<file path="src/design/asic_config.svh">
/*
 * Build-time parameters for the memory bring-up top
 *   reset hold, SRAM size, self-test length and seed,
 *   out-of-range test base and the GPIO direction mask
 */
`ifndef ASIC_CONFIG_SVH
`define ASIC_CONFIG_SVH

// Cycles the system reset stays low once lock and external reset are good
`define ASIC_RST_HOLD 16

// SRAM word-address bits, 32-bit words
`define ASIC_SRAM_ABITS 8

// Words written and read back per self-test run
`define ASIC_TEST_WORDS 16

// XOR seed for the address pattern
`define ASIC_TEST_SEED 32'h5a5a_0f0f

// Byte base selected by DIP[3], beyond the SRAM window
`define ASIC_OUT_BASE 32'h0001_0000

// Set bits are output pads (LEDs on [11:4])
`define ASIC_GPIO_OUT_MASK 12'hff0

`endif

</file>
<file path="src/design/asic_pkg.sv">
/*
 * Shared types for the memory bring-up top
 *   AXI4 field widths and response codes
 *   GPIO pad vector
 *   self-test pattern kinds
 *   single-beat AXI4 request and response bundles
 */
package asic_pkg;

  typedef logic [31:0] axi_addr_t;
  typedef logic [31:0] axi_data_t;
  typedef logic [3:0]  axi_strb_t;
  typedef logic [1:0]  axi_resp_t;
  typedef logic [11:0] gpio_t;

  localparam axi_resp_t RESP_OKAY   = 2'b00;
  localparam axi_resp_t RESP_SLVERR = 2'b10;

  // Data pattern selected by DIP[2:1]
  typedef enum logic [1:0] {
    ADDR_XOR = 2'd0,
    ZEROS    = 2'd1,
    ONES     = 2'd2,
    WALK_ONE = 2'd3
  } pattern_kind_t;

  // Master to slave
  typedef struct packed {
    logic      aw_valid;
    axi_addr_t aw_addr;
    logic      w_valid;
    axi_data_t w_data;
    axi_strb_t w_strb;
    logic      w_last;
    logic      b_ready;
    logic      ar_valid;
    axi_addr_t ar_addr;
    logic      r_ready;
  } axi4_req_t;

  // Slave to master
  typedef struct packed {
    logic      aw_ready;
    logic      w_ready;
    logic      b_valid;
    axi_resp_t b_resp;
    logic      ar_ready;
    logic      r_valid;
    axi_data_t r_data;
    axi_resp_t r_resp;
    logic      r_last;
  } axi4_rsp_t;

endpackage

</file>
<file path="src/design/mem_selftest.sv">
/*
 * Memory self-test engine, single-beat AXI4 master
 *   start on a rising DIP[0], pattern from DIP[2:1], base from DIP[3]
 *   write phase, read-back phase, saturating error count
 *   busy/done/pass/fail and error count on the LEDs
 */
`timescale 1ns/100ps
`include "asic_config.svh"

module mem_selftest (
  input  logic                i_clk,
  input  logic                i_rst_n,
  input  logic [3:0]          i_dip,
  output logic [7:0]          o_led,
  output asic_pkg::axi4_req_t o_axi,
  input  asic_pkg::axi4_rsp_t i_axi
);

  localparam int IDX_W = $clog2(`ASIC_TEST_WORDS);

  typedef enum logic [2:0] {
    IDLE,
    WR_REQ,
    WR_RSP,
    RD_REQ,
    RD_RSP,
    DONE
  } state_t;

  state_t                  state;
  asic_pkg::pattern_kind_t kind;
  asic_pkg::axi_addr_t     base;
  asic_pkg::axi_addr_t     cur_addr;
  asic_pkg::axi_data_t     cur_data;
  logic [IDX_W-1:0]        idx;
  logic [3:0]              err_cnt;
  logic                    dip0_q;
  logic                    start;
  logic                    last_word;
  logic                    wr_bad;
  logic                    rd_bad;
  logic                    done;

  function automatic asic_pkg::axi_data_t pattern_word(
    asic_pkg::pattern_kind_t k,
    asic_pkg::axi_addr_t     addr,
    logic [IDX_W-1:0]        i
  );
    asic_pkg::axi_data_t w;
    case (k)
      asic_pkg::ADDR_XOR: w = asic_pkg::axi_data_t'(addr >> 2) ^ `ASIC_TEST_SEED;
      asic_pkg::ZEROS:    w = '0;
      asic_pkg::ONES:     w = '1;
      default:            w = asic_pkg::axi_data_t'(1) << 5'(i);
    endcase
    return w;
  endfunction

  // Start is honoured only between runs
  assign start = i_dip[0] && !dip0_q && (state == IDLE || state == DONE);

  assign cur_addr  = base + asic_pkg::axi_addr_t'({idx, 2'b00});
  assign cur_data  = pattern_word(kind, cur_addr, idx);
  assign last_word = (idx == IDX_W'(`ASIC_TEST_WORDS - 1));

  assign wr_bad = (i_axi.b_resp != asic_pkg::RESP_OKAY);
  assign rd_bad = (i_axi.r_resp != asic_pkg::RESP_OKAY) || (i_axi.r_data != cur_data);

  always_ff @(posedge i_clk) begin
    if (!i_rst_n) begin
      state   <= IDLE;
      kind    <= asic_pkg::ADDR_XOR;
      base    <= '0;
      idx     <= '0;
      err_cnt <= '0;
      dip0_q  <= 1'b0;
    end else begin
      dip0_q <= i_dip[0];
      if (start) begin
        kind    <= asic_pkg::pattern_kind_t'(i_dip[2:1]);
        base    <= i_dip[3] ? `ASIC_OUT_BASE : '0;
        idx     <= '0;
        err_cnt <= '0;
        state   <= WR_REQ;
      end else begin
        case (state)
          WR_REQ: begin
            if (i_axi.aw_ready && i_axi.w_ready) begin
              state <= WR_RSP;
            end
          end
          WR_RSP: begin
            if (i_axi.b_valid) begin
              if (wr_bad && err_cnt != 4'hf) begin
                err_cnt <= err_cnt + 1'b1;
              end
              idx   <= last_word ? '0 : idx + 1'b1;
              state <= last_word ? RD_REQ : WR_REQ;
            end
          end
          RD_REQ: begin
            if (i_axi.ar_ready) begin
              state <= RD_RSP;
            end
          end
          RD_RSP: begin
            if (i_axi.r_valid) begin
              // One count per beat, bad response or bad data
              if (rd_bad && err_cnt != 4'hf) begin
                err_cnt <= err_cnt + 1'b1;
              end
              idx   <= last_word ? idx : idx + 1'b1;
              state <= last_word ? DONE : RD_REQ;
            end
          end
          default: ;
        endcase
      end
    end
  end

  // Bus outputs decode straight from the state, payload from the index
  always_comb begin
    o_axi          = '0;
    o_axi.aw_valid = (state == WR_REQ);
    o_axi.aw_addr  = cur_addr;
    o_axi.w_valid  = (state == WR_REQ);
    o_axi.w_data   = cur_data;
    o_axi.w_strb   = '1;
    o_axi.w_last   = 1'b1;
    o_axi.b_ready  = (state == WR_RSP);
    o_axi.ar_valid = (state == RD_REQ);
    o_axi.ar_addr  = cur_addr;
    o_axi.r_ready  = (state == RD_RSP);
  end

  assign done     = (state == DONE);
  assign o_led[0] = (state != IDLE) && !done;
  assign o_led[1] = done;
  assign o_led[2] = done && (err_cnt == 4'h0);
  assign o_led[3] = done && (err_cnt != 4'h0);
  assign o_led[7:4] = err_cnt;

  // No new write is issued while a B response is still owed
  a_no_aw_in_b: assert property (
    @(posedge i_clk) disable iff (!i_rst_n)
      !(o_axi.aw_valid && (o_axi.b_ready || i_axi.b_valid))
  );

endmodule

</file>
<file path="config.mk">
export PLATFORM = sky130hd
export DESIGN_NAME = mem_selftest
export DESIGN_NICKNAME = d
export VERILOG_FILES = /design/src/design/asic_pkg.sv /design/src/design/mem_selftest.sv
export VERILOG_INCLUDE_DIRS = /design/src /design/src/design
export SDC_FILE = /design/constraint.sdc
export NUM_CORES = 1
export LEC_CHECK = 0
export BUFFER_PORTS_ARGS = -buffer_cell sky130_fd_sc_hd__buf_2
export CORE_UTILIZATION = 41
export DETAILED_ROUTE_END_ITERATION = 7
export MAX_ROUTING_LAYER = met4
export PLACE_DENSITY = 0.82
export SLEW_MARGIN = 40
export SYNTH_ARGS = -nofsm -noshare
export SYNTH_HDL_FRONTEND = slang
export SYNTH_SLANG_ARGS = --single-unit
</file>
<file path="constraint.sdc">
create_clock -name i_clk -period 2.9 [get_ports i_clk]
set_input_delay 0.145 -clock i_clk [delete_from_list [all_inputs] [get_ports i_clk]]
set_output_delay 0.145 -clock i_clk [all_outputs]
set_load 0.03 [all_outputs]
</file>
======== After elaboration in Yosys (flattened, before gate mapping) ========
Index checks and enable logic that the tools add are counted.
operators by class
  add/subtract/negate cells ............... 3
  reductions and logical operators ........ 27
  bitwise logic cells ..................... 2
  muxes and demuxes ....................... 20
  equal/unequal tests ..................... 21
  div/mod/pow operators ................... 0
  magnitude comparators ................... 0
  multipliers ............................. 0
  shift-type cells ........................ 1
operators with widths
  cell                  number
  $pmux 32 s3           1
  $add 32x6->32         1
  $mux 4                8
  $ne 32x32->1          1
  $shl 1x4->32 const A  1
  $mux 17               1
  $not 15->16           1
  $pmux 4 s2            2
  $mux 3                5
  $reduce_and 5->1      3
  $ne 2x1->1 const B    6
  $ne 3x1->1 const B    4
  $pmux 3 s4            1
  $add 4x1->4 const B   2
  $logic_and 1x1->1     8
  $reduce_bool 4->1     2
  $eq 3x2->1 const B    2
  $eq 3x3->1 const B    2
  $reduce_bool 2->1     3
  $reduce_bool 5->1     1
  $eq 4x4->1 const B    1
  $logic_not 4->1       1
  $ne 4x4->1 const B    1
  $reduce_and 4->1      1
  13 further kinds      15
word-level totals
  input bits .............................. 48
  bits in latches ......................... 0
  memory bits (read-only) ................. 0
  memory bits (writable) .................. 0
  word-level logic and storage cells ...... 81
  memories kept ........................... 0
  register bits after elaboration ......... 46

======== Logic depth before layout (Yosys ltp) ========
  word-level depth ........................ 9
  gate-level depth with buffers ........... 10

======== Worst setup path after synthesis ========
No wires, ideal clock.
  path type ............................... register -> register
  from .................................... register idx[0]
  to ...................................... register err_cnt[0]
  data required time ...................... 2.779 ns
  data arrival time ....................... 2.939 ns
  stages on the path, launching flop included .. 10
  library setup time ...................... 0.121 ns
  slack ................................... -0.161 ns
  path buffers ............................ 0
  cell sequence ........................... dfxtp_1 -> ha_1 -> ha_1 -> a21boi_0 -> o21ai_0 -> xnor2_1 -> nand4_1 -> nor4_4 -> a21oi_2 -> mux2_4
RTL lines
  what                    line                 source
  start, declared         mem_selftest.sv:35   logic [IDX_W-1:0] idx;
  start signal, assigned  mem_selftest.sv:97   idx <= last_word ? '0 : idx + 1'b1;
  start signal, assigned  mem_selftest.sv:112  idx <= last_word ? idx : idx + 1'b1;
  end signal, assigned    mem_selftest.sv:95   err_cnt <= err_cnt + 1'b1;
  end signal, assigned    mem_selftest.sv:110  err_cnt <= err_cnt + 1'b1;
  end, declared           mem_selftest.sv:36   logic [3:0] err_cnt;

======== Worst setup path after layout ========
  from .................................... register idx[1]
  to ...................................... register err_cnt[3]
on the way
  cells in the longest elaborated chain, start to end .. 8
ends and longest elaborated chain
  what                            line                 source
  $add 32x6->32                   mem_selftest.sv:62   assign cur_addr = base + asic_pkg::axi_addr_t'({idx, 2'b00});
  $not 15->16 (no line)           n/a
  $pmux 32 s3 (*)                 mem_selftest.sv:50   case (k)
  $ne 32x32->1 (*)                mem_selftest.sv:67   assign rd_bad = (i_axi.r_resp != asic_pkg::RESP_OKAY) || (i_axi.r_data != cur_data);
  $logic_or 1x1->1 (*)            mem_selftest.sv:67
  $logic_and 1x1->1 (*)           mem_selftest.sv:109  if (rd_bad && err_cnt != 4'hf) begin
  $ne 2x1->1 (no line) (*)        n/a
  $reduce_and 5->1 (no line) (*)  n/a
Every way passes the cells marked *; elsewhere a longest branch is shown, timed or not.
A chain may end at the register's enable or synchronous reset.

==> reports/qor.csv <==
stage;metric;value;unit
outcome;outcome;finished, final reports clean;
drt;wl_met3;261;um
logic_synthesis;synth_most_common_cell;buf_4;
drt;drt_pre_antenna_iters;5;
sta;hold-worst-slack;104;ps
sta;final-setup-viol-count;0;
clock_network;insertion_delay;250;ps
clock_network;clk_path_buf_depth;2;
drt;drt_iter0_drc;63;
clock_network;clk_transition_reported_paths;60;ps
sta;fmax;372;MHz
clock_network;cts_sinks;15;
grt;gr-usage-all-layers;0.179;
logic_synthesis;synth-edff-count;0;
grt;grt_pass1_wl;7.51;mm
sta;period_needed;2690;ps
clock_network;cts_tree;yes;
cells_and_area;num_antenna_cells;0;
drt;top_layer_used;met4;
die;rows;26;
logic_synthesis;ys_seq_area_frac;0.139;
place;dp_hpwl;4.01;mm
die;coreArea;0.00507;sq mm
logic_synthesis;ys_types;50;
setup_path;critical_path.startpoint_type;register;
min_path;min_path_type;in -> reg;
logic_synthesis;yosys.area.top_type;buf_4;
cells_and_area;multi_input_area;0.00139;sq mm
place;portBuffers;101;
logic_synthesis;synth-async-reset-ratio;0;
logic_synthesis;netlist.area_leader.share;0.292;
drt;ant_nets;0;
logic_synthesis;synth_common_cells;buf_4 (84), nand2_1 (21), dfxtp_1 (15);
die;die_area;0.00556;sq mm
clock_network;root_buffer;clkbuf_8;
setup_path;cp_max_fo;8;
setup_path;path_common_cell;ha_1;
sta;post-route-period-util;0.928;
cells_and_area;area_delta_synth_final;11.8;%
drt;drt-total-wl;4.92;mm
drt;drc;0;
grt;grt_max_degree;21;
grt;grt.overflow.total;0;
drt;post_drt_wl_per_cell;11.4;um
setup_path;crit_chain;ha_1 > ha_1 > nand3_1 > and3_1 > nor4b_2 > nand4_1 > nor4_4 > buf_4 > nor3b_1 > nor4_1;
logic_synthesis;syn_inst;285;
die;start_util;0.425;
cells_and_area;seqCellArea;303;sq um
setup_path;critPathMaxStageDelay;420;ps
logic_synthesis;syn_area;0.00216;sq mm
logic_synthesis;synth_top_flop_cell;dfxtp_1;
place;dpl-instance-area;0.00235;sq mm
power_and_ir_drop;leakage;1.23;nW
sta;fin_skew;2.44;ps
die;ioPinCount;162;
power_and_ir_drop;power_density;382;mW/mm^2
die;fp.dieH;74.6;um
setup_path;crit_type;reg -> reg;
logic_synthesis;ys_seq_elements;15;
clock_network;cts.htree.levels;1;
cells_and_area;fillers;533;
die;die_x;74.6;um
cells_and_area;drive_gt1_frac;0.344;
grt;antenna_found_initial;0;
logic_synthesis;synth.area.top_cells;buf_4 (29%), dfxtp_1 (14%), xnor2_1 (4.9%), ha_1 (4.6%), mux2i_1 (3.7%);
sta;fin_tns_setup;0;ps
grt;first_global_vias;1721;
logic_synthesis;synth_area_per_cell;7.57;sq um
cells_and_area;design_area;0.00241;sq mm
drt;num_vias;1999;
setup_path;cp_slowest_cell;dfxtp_2;
flow_run;drv_cap;0;
drt;vias_per_cell;4.62;
power_and_ir_drop;vdd_drop_max;0.289;mV
sta;hold_viol;0;
place;place_congestion;0.797;
drt;route.met2.wl;2.42;mm
cells_and_area;nets;420;
drt;met1_length;2.09;mm
setup_path;end_kind;register;
logic_synthesis;yosys_warnings;0;
setup_path;critical_path_required;3030;ps
setup_path;worstPathArrival;2820;ps
clock_network;cts_made_buffers;3;
sta;drv_slew;0;
## cell type report
class                           instances  area share
Sequential cell                        15       0.125
Inverter                               10      0.0156
Clock inverter                          1     0.00207
Clock buffer                            3      0.0171
Tap cell                               70      0.0363
Timing Repair Buffer                  107       0.228
Multi-Input combinational cell        227       0.575
## layout by cell type (no fill, tap or decap), types with 3 or more instances in the layout
cell,count
nor4_1,5
nand2b_1,4
mux2i_1,8
nand3_1,10
buf_2,101
buf_4,6
nor4b_2,3
nand2_1,21
nand4_1,8
a21oi_1,13
and3_1,4
clkbuf_8,3
xnor2_1,12
o21ai_0,4
nor2_1,14
conb_1,59
nor3b_1,3
and2_1,3
nand4b_1,3
nor2b_1,8
ha_1,8
dfxtp_1,13
inv_1,9
a21boi_1,5
## layer usage
metal,global-route usage,vias up
li1,-,992
met1,0.206,900
met2,0.313,94
met3,0.0136,13
met4,0.0818,0
met5,-,-
## worst paths after layout
check,start,endpoint,slack [ps],cells after the start
worst min register to register,err_cnt[1]$_SDFFE_PP0P_,err_cnt[1]$_SDFFE_PP0P_,530,2
worst max-delay path,idx[1]$_SDFFE_PP0P_,err_cnt[3]$_SDFFE_PP0P_,210,10
worst max register to register,idx[1]$_SDFFE_PP0P_,err_cnt[3]$_SDFFE_PP0P_,210,10
worst min-delay path,i_dip[0],dip0_q$_SDFF_PN0_,100,2
## flip-flops by register name, indices dropped and copies added (netlist names)
signal,cells
err_cnt,4
idx,4
state,3
kind,2
base,1
dip0_q,1
## logic make-up (layout without fill, tap and decap cells)
kind of cell               after synthesis  count (layout)  synth area share
AOI/OAI and AO/OA                       39              39             0.118
other                                    2              59           0.00348
muxes                                    9               9            0.0441
and+or+nand+nor                         98              98             0.271
buffers and inverters                  100             121             0.322
adders and majority gates                8               8            0.0464
DFF                                     15              15             0.139
xor gates and xnor gates                14              14            0.0568
## what timing repair did
| action | 4_1_cts | 5_1_grt |
|---|---|---|
| resized for setup | 0 | 3 |
| buffers inserted | 0 | 1 |
| endpoints found under the setup margin | 0 | 3 |
| hold buffers | 0 | 0 |
## metrics by stage
step	total power [mW]	cells	utilization	setup WS, ps
floorplan	0.721	342	-	115
global placement	0.747	428	0.463	184
detailed placement	0.752	428	0.463	89.1
CTS	0.926	432	0.472	68.3
global route	0.983	433	0.476	-56.9
finish	0.923	433	0.476	208
## worst max-delay path: cells and delay by family, from the launching register on
kind / cells / cell delay (ps)
simple gates: 7 / 1540
fa+ha+maj: 2 / 430
buf+inv: 1 / 180
flops: 1 / 420
## power breakdown
part / internal, mW / leakage [nW] / switching, mW
sequential: 0.218 / 0.123 / 0.0267
combinational: 0.145 / 1.09 / 0.361
clock: 0.0952 / 0.0255 / 0.0763
Power figures use the tool's default switching activity.
