### src/design/asic_config.svh
/*
 * Build-time parameters for the memory bring-up top
 *   reset hold, SRAM size, self-test length and seed,
 *   out-of-range test base and the GPIO direction mask
 */
`ifndef ASIC_CONFIG_SVH
`define ASIC_CONFIG_SVH

// Cycles the system reset stays low once lock and external reset are good
`define ASIC_RST_HOLD 16

// SRAM word-address bits, 32-bit words
`define ASIC_SRAM_ABITS 8

// Words written and read back per self-test run
`define ASIC_TEST_WORDS 16

// XOR seed for the address pattern
`define ASIC_TEST_SEED 32'h5a5a_0f0f

// Byte base selected by DIP[3], beyond the SRAM window
`define ASIC_OUT_BASE 32'h0001_0000

// Set bits are output pads (LEDs on [11:4])
`define ASIC_GPIO_OUT_MASK 12'hff0

`endif

### src/design/sys_reset_ctrl.sv
/*
 * System reset controller
 *   external reset and PLL lock sampled on the system clock,
 *   release delayed by a hold counter
 */
`timescale 1ns/100ps
`include "asic_config.svh"

module sys_reset_ctrl (
  input  logic i_clk,
  input  logic i_rst_n,
  input  logic i_pll_locked,
  output logic o_sys_rst_n
);

  localparam int CNT_W = $clog2(`ASIC_RST_HOLD + 1);

  logic [CNT_W-1:0] hold_cnt;
  logic             rst_cond;

  // Either source pulls the system into reset
  assign rst_cond = !i_rst_n || !i_pll_locked;

  always_ff @(posedge i_clk) begin
    if (rst_cond) begin
      hold_cnt    <= '0;
      o_sys_rst_n <= 1'b0;
    end else if (hold_cnt == CNT_W'(`ASIC_RST_HOLD - 1)) begin
      o_sys_rst_n <= 1'b1;
    end else begin
      hold_cnt <= hold_cnt + 1'b1;
    end
  end

  // Lock loss must reach the system reset on the very next edge
  a_lock_loss: assert property (
    @(posedge i_clk) !i_pll_locked |=> !o_sys_rst_n
  );

endmodule

### config.mk
export PLATFORM = sky130hd
export DESIGN_NAME = sys_reset_ctrl
export DESIGN_NICKNAME = d
export VERILOG_FILES = /design/src/design/sys_reset_ctrl.sv
export VERILOG_INCLUDE_DIRS = /design/src /design/src/design
export SDC_FILE = /design/constraint.sdc
export NUM_CORES = 1
export LEC_CHECK = 0
export ABC_AREA = 0
export BUFFER_PORTS_ARGS = -buffer_cell sky130_fd_sc_hd__buf_2
export CAP_MARGIN = 20
export CORE_AREA = 5 5 42 44
export CTS_CLUSTER_SIZE = 8
export DETAILED_ROUTE_END_ITERATION = 8
export DIE_AREA = 0 0 47 49
export HOLD_SLACK_MARGIN = 0.06
export PLACE_DENSITY_LB_ADDON = 0.2
export SYNTH_ARGS = -nofsm -noshare
export SYNTH_HDL_FRONTEND = slang
export SYNTH_SLANG_ARGS = --single-unit
### constraint.sdc
create_clock -name i_clk -period 1.9 [get_ports i_clk]
set_input_delay 0.285 -clock i_clk [delete_from_list [all_inputs] [get_ports i_clk]]
set_output_delay 0.285 -clock i_clk [all_outputs]
set_load 0.005 [all_outputs]
### Word-level counts from Yosys, hierarchy flattened

Index checks and enable logic that the tools add are counted.
W data, S select, Z words.

| cells by class | value |
|---|---|
| add/subtract/negate cells | 1 |
| $mul | 0 |
| divide/modulo/power cells | 0 |
| order comparisons | 0 |
| equality and inequality tests | 1 |
| shift-type cells | 0 |
| multiplexer cells | 0 |
| bitwise operators | 0 |
| reduce and logical (&&, ||, !) cells | 3 |

Operators by type and width:

| operator | count |
|---|---|
| $add A5 B1 Y5 const B | 1 |
| $eq A5 B4 Y1 const B | 1 |
| $logic_not A1 Y1 | 2 |
| $logic_or A1 B1 Y1 | 1 |

| storage, ports and cells | value |
|---|---|
| flip-flop bits (word level) | 6 |
| bits in latches | 0 |
| memory bits (writable) | 0 |
| ROM bits | 0 |
| input port bits | 3 |
| output and inout port bits | 1 |
| memories kept | 0 |

### Longest topological paths before layout

Gate-level depths: netlist of run 1.

| depth | value |
|---|---|
| depth in word-level cells | 2 |
| gate-level depth with buffers | 7 |

### Least setup slack after synthesis of run 1

Ideal clock, no wire load.

| timing path | value |
|---|---|
| path type | register -> register |
| start | register hold_cnt[0] |
| end | register hold_cnt[3] |
| arrival | 1.335 ns |
| data required time | 1.782 ns |
| setup slack | 0.447 ns |
| cell stages (with the launch flop) | 8 |
| clock period less this slack | 1.453 ns |
| path through | dfxtp_1 ha_1 and3_1 ha_1 buf_6 nand4b_4 xor2_1 nor2_1 |

| between the ends | value |
|---|---|
| word-level cells in the longest chain between the ends | 1 |

Ends and longest elaborated chain:

| item | line | text |
|---|---|---|
| start, declared | sys_reset_ctrl.sv:18 | `logic [CNT_W-1:0] hold_cnt;` |
| start signal, assigned | sys_reset_ctrl.sv:31 | `hold_cnt <= hold_cnt + 1'b1;` |
| $add A5 B1 Y5 / $eq A5 B4 Y1 (equally long branches) | sys_reset_ctrl.sv:31, sys_reset_ctrl.sv:28 |  |

Parallel ways exist; a longest one is shown, timed or not.
A chain may end at the register's enable or synchronous reset.

### Worst setup path after layout of run 1

Same ends and word-level chain as after synthesis.

==> results.py, run 1 <==
metrics = {
    "run_status": {
        "status": "finished clean",
    },
    "synth": {
        "ys_seq_area_frac": 0.438,
        "syn-cell-area_um2": 274,
        "synth_cell_types": 13,
        "syn_inst": 27,
        "ys_seq_elements": 6,
        "avgSynthCellArea_um2": 10.1,
        "yosysWarnings": 0,
        "syn_nets": 32,
    },
    "cells_and_area": {
        "fill_cells": 163,
        "antennaDiodeCount": 0,
        "drive_gt1_frac": 0.250,
        "multiInputGateArea_um2": 139,
        "nNetsFinal": 39,
        "register_area_um2": 120,
        "layout_common_cells": "8 x nor2_1, 6 x dfxtp_1, 3 x clkbuf_4, 3 x buf_2",
        "layout_commonest_cell": "nor2_1",
        "syn2layout_area_growth_pct": 16.9,
    },
    "detailed_routing": {
        "antenna_left": 0,
        "drc": 0,
        "viasPerCell": 3.98,
        "drt_iter0_markers": 1,
        "dr.pass1.iters": 2,
        "num_vias": 191,
        "routed_wl_um": 414,
        "routedWlPerCell_um": 8.63,
    },
    "sta": {
        "fin_crit_ns": 1.60,
        "worstMarginPinSlew_ns": 0.298,
        "skew_ns": 0.000250,
        "finalHoldViolCount": 0,
        "relSlewSlack": 0.802,
        "finalSetupTns_ns": 0,
        "period_share": 0.842,
        "setup_viol": 0,
        "max_freq_mhz": 625,
        "rsz0062_at_grt": "false",
        "slew_violations": 0,
    },
    "clock_network": {
        "cts.reportedPaths.clkPinSlew_ns": 0.05,
        "h-tree-depth": 1,
        "cts_made_buffers": 3,
        "post_cts_buffers": 0,
        "cts_tree": "done",
        "cts-root-buf": "clkbuf_4",
        "cts_resized": 0,
        "numClockSinks": 6,
        "clockBufferDepth": 2,
        "cts_hold_buf": 0,
        "clkLatencyLatePin_ns": 0.25,
    },
    "die": {
        "top_level_ports": 4,
        "die_y_um": 49,
        "dieWidth_um": 47,
        "fp-row-count": 14,
        "fp.coreArea_um2": 1400,
        "dieArea_um2": 2300,
        "initial_utilization": 0.196,
    },
    "critical_path": {
        "crit_required_ns": 2.03,
        "startpoint_type": "flop",
        "endpoint": "hold_cnt[3]",
        "r2r-start": "hold_cnt[0]",
        "cp.arrival_ns": 1.73,
        "endpoint_kind": "flop",
        "r2r_setup_slack_ns": 0.30,
        "worstReg2RegEnd": "hold_cnt[3]",
        "ff2ff_path_depth": 6,
        "critPathLaunch": "hold_cnt[0]",
        "worstSetupPathType": "reg2reg",
        "worst-path-max-fanout": 7,
    },
    "global_route": {
        "grt_pass1_vias": 186,
        "grt_overflow": 0,
        "grt_first_pass_wirelength_um": 690,
        "antenna_found_initial": 0,
        "grt_max_degree": 8,
        "gr-usage-all-layers": 0.0472,
    },
    "power_and_ir_drop": {
        "p_per_area_nw_per_um2": 810,
        "ir_worst_vdd_mv": 0.201,
        "cellLeakagePower_nw": 0.166,
        "finalPower_mw": 0.260,
    },
    "flow_run": {
        "cap_violations": 0,
    },
    "place": {
        "globalplace.congestion": 0.655,
        "port_buffers": 3,
    },
    "hold_path": {
        "hp-class": "in2reg",
        "min_path_cells": 3,
    },
}
==> per-layer routing <==
layer,GRT usage,up-vias,routed length (um)
li1,-,97,-
met1,0.0353,87,138
met2,0.0679,4,232
met3,0.0221,3,18
met4,0.0691,0,25
met5,0,-,0
==> stage by stage <==
stage	hold WS (ns)	std cells	setup WS [ns]	cell area, um2	utilization
finish	0.389	48	0.300	320	0.229
global route	0.413	48	0.165	320	0.229
CTS	0.389	48	0.279	320	0.229
detailed placement	0.458	45	0.297	298	0.213
global placement	0.442	45	0.326	298	0.213
floorplan	0.454	27	0.447	274	-
==> cell type report <==
cell class,instances,share of cell area
Clock buffer,3,0.0703
Multi-Input combinational cell,19,0.434
Tap cell,16,0.0625
Timing Repair Buffer,3,0.0469
Inverter,1,0.0117
Sequential cell,6,0.375
==> cells in the mapped netlist (all sizes together) <==
master	n	share of area
nor2	8	0.11
dfxtp	6	0.44
ha	2	0.091
xor2	2	0.064
a21oi	1	0.018
and3	1	0.023
buf	1	0.041
inv	1	0.014
mux2i	1	0.037
nand2	1	0.014
nand4b	1	0.087
nor2b	1	0.032
xnor2	1	0.032
==> kinds of logic after synthesis <==
logic type               Yosys count  share of synthesized area
AO/OA/AOI/OAI                      1                     0.0182
XOR/XNOR                           3                     0.0959
adder cells (fa/ha/maj)            2                     0.0913
buffers and inverters              2                     0.0548
flip-flops                         6                      0.438
multiplexers                       1                     0.0365
AND/OR/NAND/NOR                   12                      0.265
==> worst min path at each step <==
stage / startpoint / endpoint / slack, ns
after global placement: o_sys_rst_n / o_sys_rst_n / 0.44
after global routing: i_pll_locked / hold_cnt[3] / 0.41
after detailed placement: o_sys_rst_n / o_sys_rst_n / 0.46
final: i_pll_locked / hold_cnt[2] / 0.39
after floorplan: hold_cnt[4] / hold_cnt[4] / 0.45
after CTS: i_pll_locked / hold_cnt[2] / 0.39
==> sequential cells by signal, indices dropped and copies added, names as in the netlist <==
signal and cells:
o_sys_rst_n 1, hold_cnt 5
==> power by group <==
group / switching (mW) / internal (mW) / leakage, nW / total, mW
Combinational: 0.00410 / 0.00409 / 0.103 / 0.00818
Sequential: 0.00293 / 0.128 / 0.0486 / 0.131
Clock: 0.0485 / 0.0716 / 0.0138 / 0.120
==> worst max-delay path, stage by stage, from the launching register on <==
cell and delay [ns]:
dfxtp_1 0.41, ha_1 0.19, and3_1 0.16, ha_1 0.32, nand4b_4 0.20, xor2_1 0.15
nor2_1 0.05
(Power assumes the default switching activity.)
==> inputs of run 2 (changes only) <==
--- a/config.mk
+++ b/config.mk
@@ -6,7 +6,7 @@
 export SDC_FILE = /design/constraint.sdc
 export NUM_CORES = 1
 export LEC_CHECK = 0
-export ABC_AREA = 0
+export ABC_AREA = 1
 export BUFFER_PORTS_ARGS = -buffer_cell sky130_fd_sc_hd__buf_2
 export CAP_MARGIN = 20
 export CORE_AREA = 5 5 42 44
==> constraint.sdc (replaced) <==
create_clock -name i_clk -period 1.6 [get_ports i_clk]
set_input_delay 0.24 -clock i_clk [delete_from_list [all_inputs] [get_ports i_clk]]
set_output_delay 0.24 -clock i_clk [all_outputs]
set_load 0.005 [all_outputs]
==> run 2 against run 1 <==
Maximum frequency up 11%. Area after synthesis down 2.7%. Die area unchanged. Non-clock buffer count unchanged. Critical path depth up 1. First-iteration DRC count rose to 4.0 times the previous value. Design area up 1.2%. Register-to-register slack worse by 0.14 ns. Via count up 15%. Combinational power up 83%. Final cell count up 17%. Sequential power up 18%. Largest cell class unchanged. Highest routed layer unchanged.
==> results.py, run 2 <==
metrics = {
    "critical_path": {
        "cp.arrival_ns": 1.57,
        "worstSetupPathType": "reg2reg",
        "worst-path-max-fanout": 4,
        "startpoint_type": "flop",
        "endpoint_kind": "flop",
        "r2r_setup_slack_ns": 0.16,
        "crit_required_ns": 1.73,
    },
    "power_and_ir_drop": {
        "power_frac_comb": 0.049,
        "finalPower_mw": 0.306,
        "p_per_area_nw_per_um2": 944,
        "p_sw_frac": 0.204,
        "cellLeakagePower_nw": 0.139,
        "p_sw_mw": 0.0625,
        "ir_worst_vdd_mv": 0.352,
        "pwr-share-seq": 0.504,
        "p_clk_frac": 0.447,
        "p_int_mw": 0.244,
    },
    "detailed_routing": {
        "viasPerCell": 3.91,
        "antenna_left": 0,
        "routed_wl_um": 461,
        "drt_iter0_markers": 4,
        "routedWlPerCell_um": 8.23,
        "drc": 0,
        "num_vias": 219,
        "dr.pass1.iters": 4,
    },
    "clock_network": {
        "cts_hold_buf": 0,
        "cts_made_buffers": 3,
        "h-tree-depth": 1,
        "numClockSinks": 6,
        "clkLatencyLatePin_ns": 0.24,
        "cts_tree": "done",
        "clockBufferDepth": 2,
        "cts.reportedPaths.clkPinSlew_ns": 0.04,
        "cts_resized": 0,
        "post_cts_buffers": 0,
        "cts-root-buf": "clkbuf_4",
    },
    "die": {
        "die_y_um": 49,
        "dieWidth_um": 47,
        "fp-row-count": 14,
        "fp.coreArea_um2": 1400,
        "top_level_ports": 4,
        "initial_utilization": 0.190,
        "dieArea_um2": 2300,
    },
    "cells_and_area": {
        "drive_gt1_frac": 0.300,
        "antennaDiodeCount": 0,
        "largest_reg_flops": 5,
        "syn2layout_area_growth_pct": 21.6,
        "final_util": 0.231,
        "largest_register": "hold_cnt",
        "top_regs": "hold_cnt x5, o_sys_rst_n x1",
        "layout_commonest_cell": "dfxtp_1",
        "nNetsFinal": 47,
        "fill_cells": 170,
        "layout_common_cells": "6 x dfxtp_1, 5 x nor2_1, 5 x nand2_1",
    },
    "synth": {
        "synth_top_cell_by_area": "dfxtp_1",
        "ys_seq_area_frac": 0.451,
        "synth_most_common_cell": "dfxtp_1",
        "syn_inst": 34,
        "synth.top_cell.area_share": 0.451,
        "synth_edf_count": 0,
        "syn_nets": 39,
        "synth_top_cells_by_count": "6 x dfxtp_1, 5 x nand2_1, 5 x nor2_1, 4 x a21oi_1",
        "avgSynthCellArea_um2": 7.84,
        "async_flop_share": 0,
        "ys.flop_type": "dfxtp_1",
        "ys_seq_elements": 6,
        "ys_top_cells_by_area": "dfxtp_1 45%, ha_1 9.4%, a21oi_1 7.5%",
        "syn-cell-area_um2": 267,
        "synth_cell_types": 14,
        "yosysWarnings": 0,
    },
    "global_route": {
        "grt_pass1_vias": 221,
        "grt_first_pass_wirelength_um": 945,
        "grt_overflow": 0,
        "grt_max_degree": 7,
        "antenna_found_initial": 0,
        "gr-usage-all-layers": 0.0585,
    },
    "sta": {
        "worst_slack_ns": 0.165,
        "skew_ns": 0.00109,
        "finalHoldViolCount": 0,
        "setup_viol": 0,
        "max_freq_mhz": 697,
        "slew_violations": 0,
        "rsz0062_at_grt": "false",
        "period_share": 0.897,
        "worstMarginPinSlew_ns": 0.171,
        "finalSetupTns_ns": 0,
        "fin_crit_ns": 1.44,
        "relSlewSlack": 0.886,
        "hold_ws_ns": 0.269,
    },
    "place": {
        "port_buffers": 3,
        "globalplace.congestion": 0.665,
        "dp_slack_ns": 0.157,
    },
    "flow_run": {
        "cap_violations": 0,
    },
    "run_status": {
        "status": "finished clean",
    },
    "hold_path": {
        "hp-class": "in2reg",
    },
}
-- run 2: cell families (layout without fill, tap and decap cells) --
kind of cell | count (synthesis) | in the layout | synth area share
AO/OA/AOI/OAI | 6 | 6 | 0.113
flip-flops | 6 | 6 | 0.451
AND/OR/NAND/NOR | 15 | 15 | 0.268
buffers and inverters | 5 | 11 | 0.0751
adder cells (fa/ha/maj) | 2 | 2 | 0.0939
-- run 2: path summary, 6_finish.rpt --
path | from | endpoint | depth (start not counted)
hold reg to reg | o_sys_rst_n | o_sys_rst_n | 2
setup reg to reg | hold_cnt[0] | hold_cnt[3] | 7
hold / removal | i_pll_locked | o_sys_rst_n | 3
setup / recovery | hold_cnt[0] | hold_cnt[3] | 7
-- run 2: critical path, stage by stage, from the launching register on --
cell and delay, ns:
dfxtp_1 0.32, ha_1 0.23, and3_1 0.20, ha_1 0.24, nor2_2 0.17, nand3_1 0.08, nand2_1 0.06, nor2_1 0.03
-- run 2: cell type report --
class,count,area [um2],share of cell area
Tap cell,16,20.0,0.0618
Multi-Input combinational cell,23,126,0.390
Sequential cell,6,120,0.371
Inverter,5,20.0,0.0618
Clock buffer,3,22.5,0.0695
Timing Repair Buffer,3,15.0,0.0463
-- run 2: power by group through the flow --
stage	combinational (mW)	clock, mW	sequential, mW
finish	0.0150	0.137	0.154
global route	0.0182	0.158	0.154
CTS	0.0155	0.144	0.154
detailed placement	0.0154	0	0.157
global placement	0.0156	0	0.157
floorplan	0.0103	0	0.157
-- run 2: per-stage QoR --
stage / instance area [um2] / instances
finish: 324 / 56
global route: 324 / 56
CTS: 324 / 56
detailed placement: 302 / 53
global placement: 302 / 53
floorplan: 267 / 34
-- run 2: per-layer routing --
metal,track usage,up-vias,wire length [um]
met5,0,-,0
met2,0.0656,6,198
met4,0.0553,0,11
met3,0.0221,3,23
met1,0.0793,89,227
li1,-,121,-
==> inputs of run 3 (changes only) <==
--- a/config.mk
+++ b/config.mk
@@ -6,7 +6,6 @@
 export SDC_FILE = /design/constraint.sdc
 export NUM_CORES = 1
 export LEC_CHECK = 0
-export ABC_AREA = 1
 export BUFFER_PORTS_ARGS = -buffer_cell sky130_fd_sc_hd__buf_2
 export CAP_MARGIN = 20
 export CORE_AREA = 5 5 42 44
==> run 3 against run 2 <==
Clock power down 4%. First-iteration DRC count fell by 50%. Maximum frequency rose by 3.9%. Critical path depth fell by 1. Clock skew shrank 0.00073 ns. Worst setup slack better by 0.054 ns. Routed wire length is 2.6% lower. Power down 1.4%. Hold slack better by 0.080 ns. Via count is 5.5% lower. Critical path type unchanged.
==> results.py, run 3 (synthesis results as in run 1) <==
metrics = {
    "place": {
        "hpwl_um": 400,
        "globalplace.congestion": 0.712,
        "port_buffers": 3,
    },
    "sta": {
        "max_freq_mhz": 724,
        "rsz0062_at_grt": "false",
        "setup_viol": 0,
        "worstMarginPinSlew_ns": 0.189,
        "period_share": 0.863,
        "relSlewSlack": 0.874,
        "fin_crit_ns": 1.38,
        "finalHoldViolCount": 0,
        "hold_ws_ns": 0.349,
        "slew_violations": 0,
        "finalSetupTns_ns": 0,
        "skew_ns": 0.000354,
    },
    "global_route": {
        "grt_first_pass_wirelength_um": 876,
        "use_met1": 0.0463,
        "grtUsageMet2": 0.0882,
        "gr-usage-met3": 0.0111,
        "grt_max_degree": 7,
        "antenna_found_initial": 0,
        "gr-usage-all-layers": 0.0571,
        "grt_pass1_vias": 249,
        "grt_overflow": 0,
        "grt.busiest_layer": "met2",
    },
    "flow_run": {
        "cap_violations": 0,
    },
    "detailed_routing": {
        "drc": 0,
        "viasPerCell": 3.98,
        "num_vias": 207,
        "drt_iter0_markers": 2,
        "antenna_left": 0,
        "dr.pass1.iters": 2,
        "routed_wl_um": 449,
        "routedWlPerCell_um": 8.63,
    },
    "hold_path": {
        "min_from": "i_pll_locked",
        "min_path_cells": 3,
        "hp-class": "in2reg",
        "hold_end": "hold_cnt[4]",
    },
    "clock_network": {
        "cts_made_buffers": 3,
        "numClockSinks": 6,
        "clkLatencyLatePin_ns": 0.24,
        "clockBufferDepth": 2,
        "h-tree-depth": 1,
        "cts.reportedPaths.clkPinSlew_ns": 0.04,
        "cts-root-buf": "clkbuf_4",
        "cts_tree": "done",
    },
    "die": {
        "fp-row-count": 14,
        "top_level_ports": 4,
        "initial_utilization": 0.196,
        "fp.coreArea_um2": 1400,
        "dieArea_um2": 2300,
        "die_y_um": 49,
        "dieWidth_um": 47,
    },
    "cells_and_area": {
        "syn2layout_area_growth_pct": 28.8,
        "layout_common_cells": "8 x nor2_1, 6 x dfxtp_1, 4 x buf_4",
        "largest_register": "hold_cnt",
        "nNetsFinal": 43,
        "largest_reg_flops": 5,
        "fill_cells": 167,
        "top_regs": "hold_cnt x5, o_sys_rst_n x1",
        "drive_gt1_frac": 0.361,
        "multiInputGateArea_um2": 141,
        "antennaDiodeCount": 0,
        "layout_commonest_cell": "nor2_1",
        "register_area_um2": 120,
    },
    "run_status": {
        "status": "finished clean",
    },
    "critical_path": {
        "cp.arrival_ns": 1.51,
        "r2r-start": "hold_cnt[1]",
        "crit_required_ns": 1.72,
        "cp_slowest_cell": "dfxtp_1",
        "worst-path-max-fanout": 6,
        "startpoint_type": "flop",
        "path_buf_inv": 1,
        "slowest_delay_ns": 0.33,
        "path_cells": "ha_1, and3_1, ha_2, buf_4, mux2i_1, nor2_1",
        "r2r_setup_slack_ns": 0.22,
        "ff2ff_path_depth": 6,
        "worstReg2RegEnd": "hold_cnt[1]",
        "critPathTopFamily": "adder cells",
        "endpoint_kind": "flop",
        "worstSetupPathType": "reg2reg",
    },
    "power_and_ir_drop": {
        "cellLeakagePower_nw": 0.186,
        "ir_worst_vdd_mv": 0.265,
        "p_per_area_nw_per_um2": 855,
    },
}
-- run 3: worst max-delay path by stage --
stage               slack (ns)           to  cells after the start   startpoint
floorplan                 0.15  hold_cnt[3]                      7  hold_cnt[0]
global placement          0.17  hold_cnt[3]                      6  hold_cnt[0]
detailed placement        0.14  hold_cnt[0]                      6  hold_cnt[0]
CTS                       0.13  hold_cnt[0]                      6  hold_cnt[0]
global route              0.07  hold_cnt[1]                      6  hold_cnt[0]
finish                    0.22  hold_cnt[1]                      6  hold_cnt[1]
-- run 3: what timing repair did --
action	4_1_cts	5_1_grt
setup endpoints to repair	0	1
hold buffers	0	0
gates resized for setup	0	1
buffers inserted	0	0
-- run 3: tightest hold or removal path, cell delays in order --
cell	delay, ns
buf_2	0.07
nand2_1	0.12
nor2_1	0.12
-- run 3: routing by layer --
layer,vias to the layer above,part of all wire
met5,-,0
met4,0,0.036
met3,2,0.020
met2,3,0.61
met1,97,0.33
li1,105,-
-- run 3: through the flow --
step | util | cells | area [um2] | total power, mW | worst slack (ns)
floorplan | - | 27 | 274 | 0.164 | 0.147
global placement | 0.234 | 49 | 328 | 0.172 | 0.173
detailed placement | 0.234 | 49 | 328 | 0.172 | 0.141
CTS | 0.250 | 52 | 350 | 0.312 | 0.129
global route | 0.252 | 52 | 353 | 0.317 | 0.0666
finish | 0.252 | 52 | 353 | 0.302 | 0.219
-- run 3: cell type report --
| type | count | share of cell area |
|---|---|---|
| Clock buffer | 3 | 0.0638 |
| Inverter | 1 | 0.0106 |
| Sequential cell | 6 | 0.340 |
| Tap cell | 16 | 0.0567 |
| Timing Repair Buffer | 7 | 0.128 |
| Multi-Input combinational cell | 19 | 0.401 |
-- run 3: power breakdown --
| part | switching (mW) | internal (mW) |
|---|---|---|
| clock | 0.0479 | 0.0844 |
| sequential | 0.00139 | 0.153 |
| combinational | 0.00779 | 0.00770 |
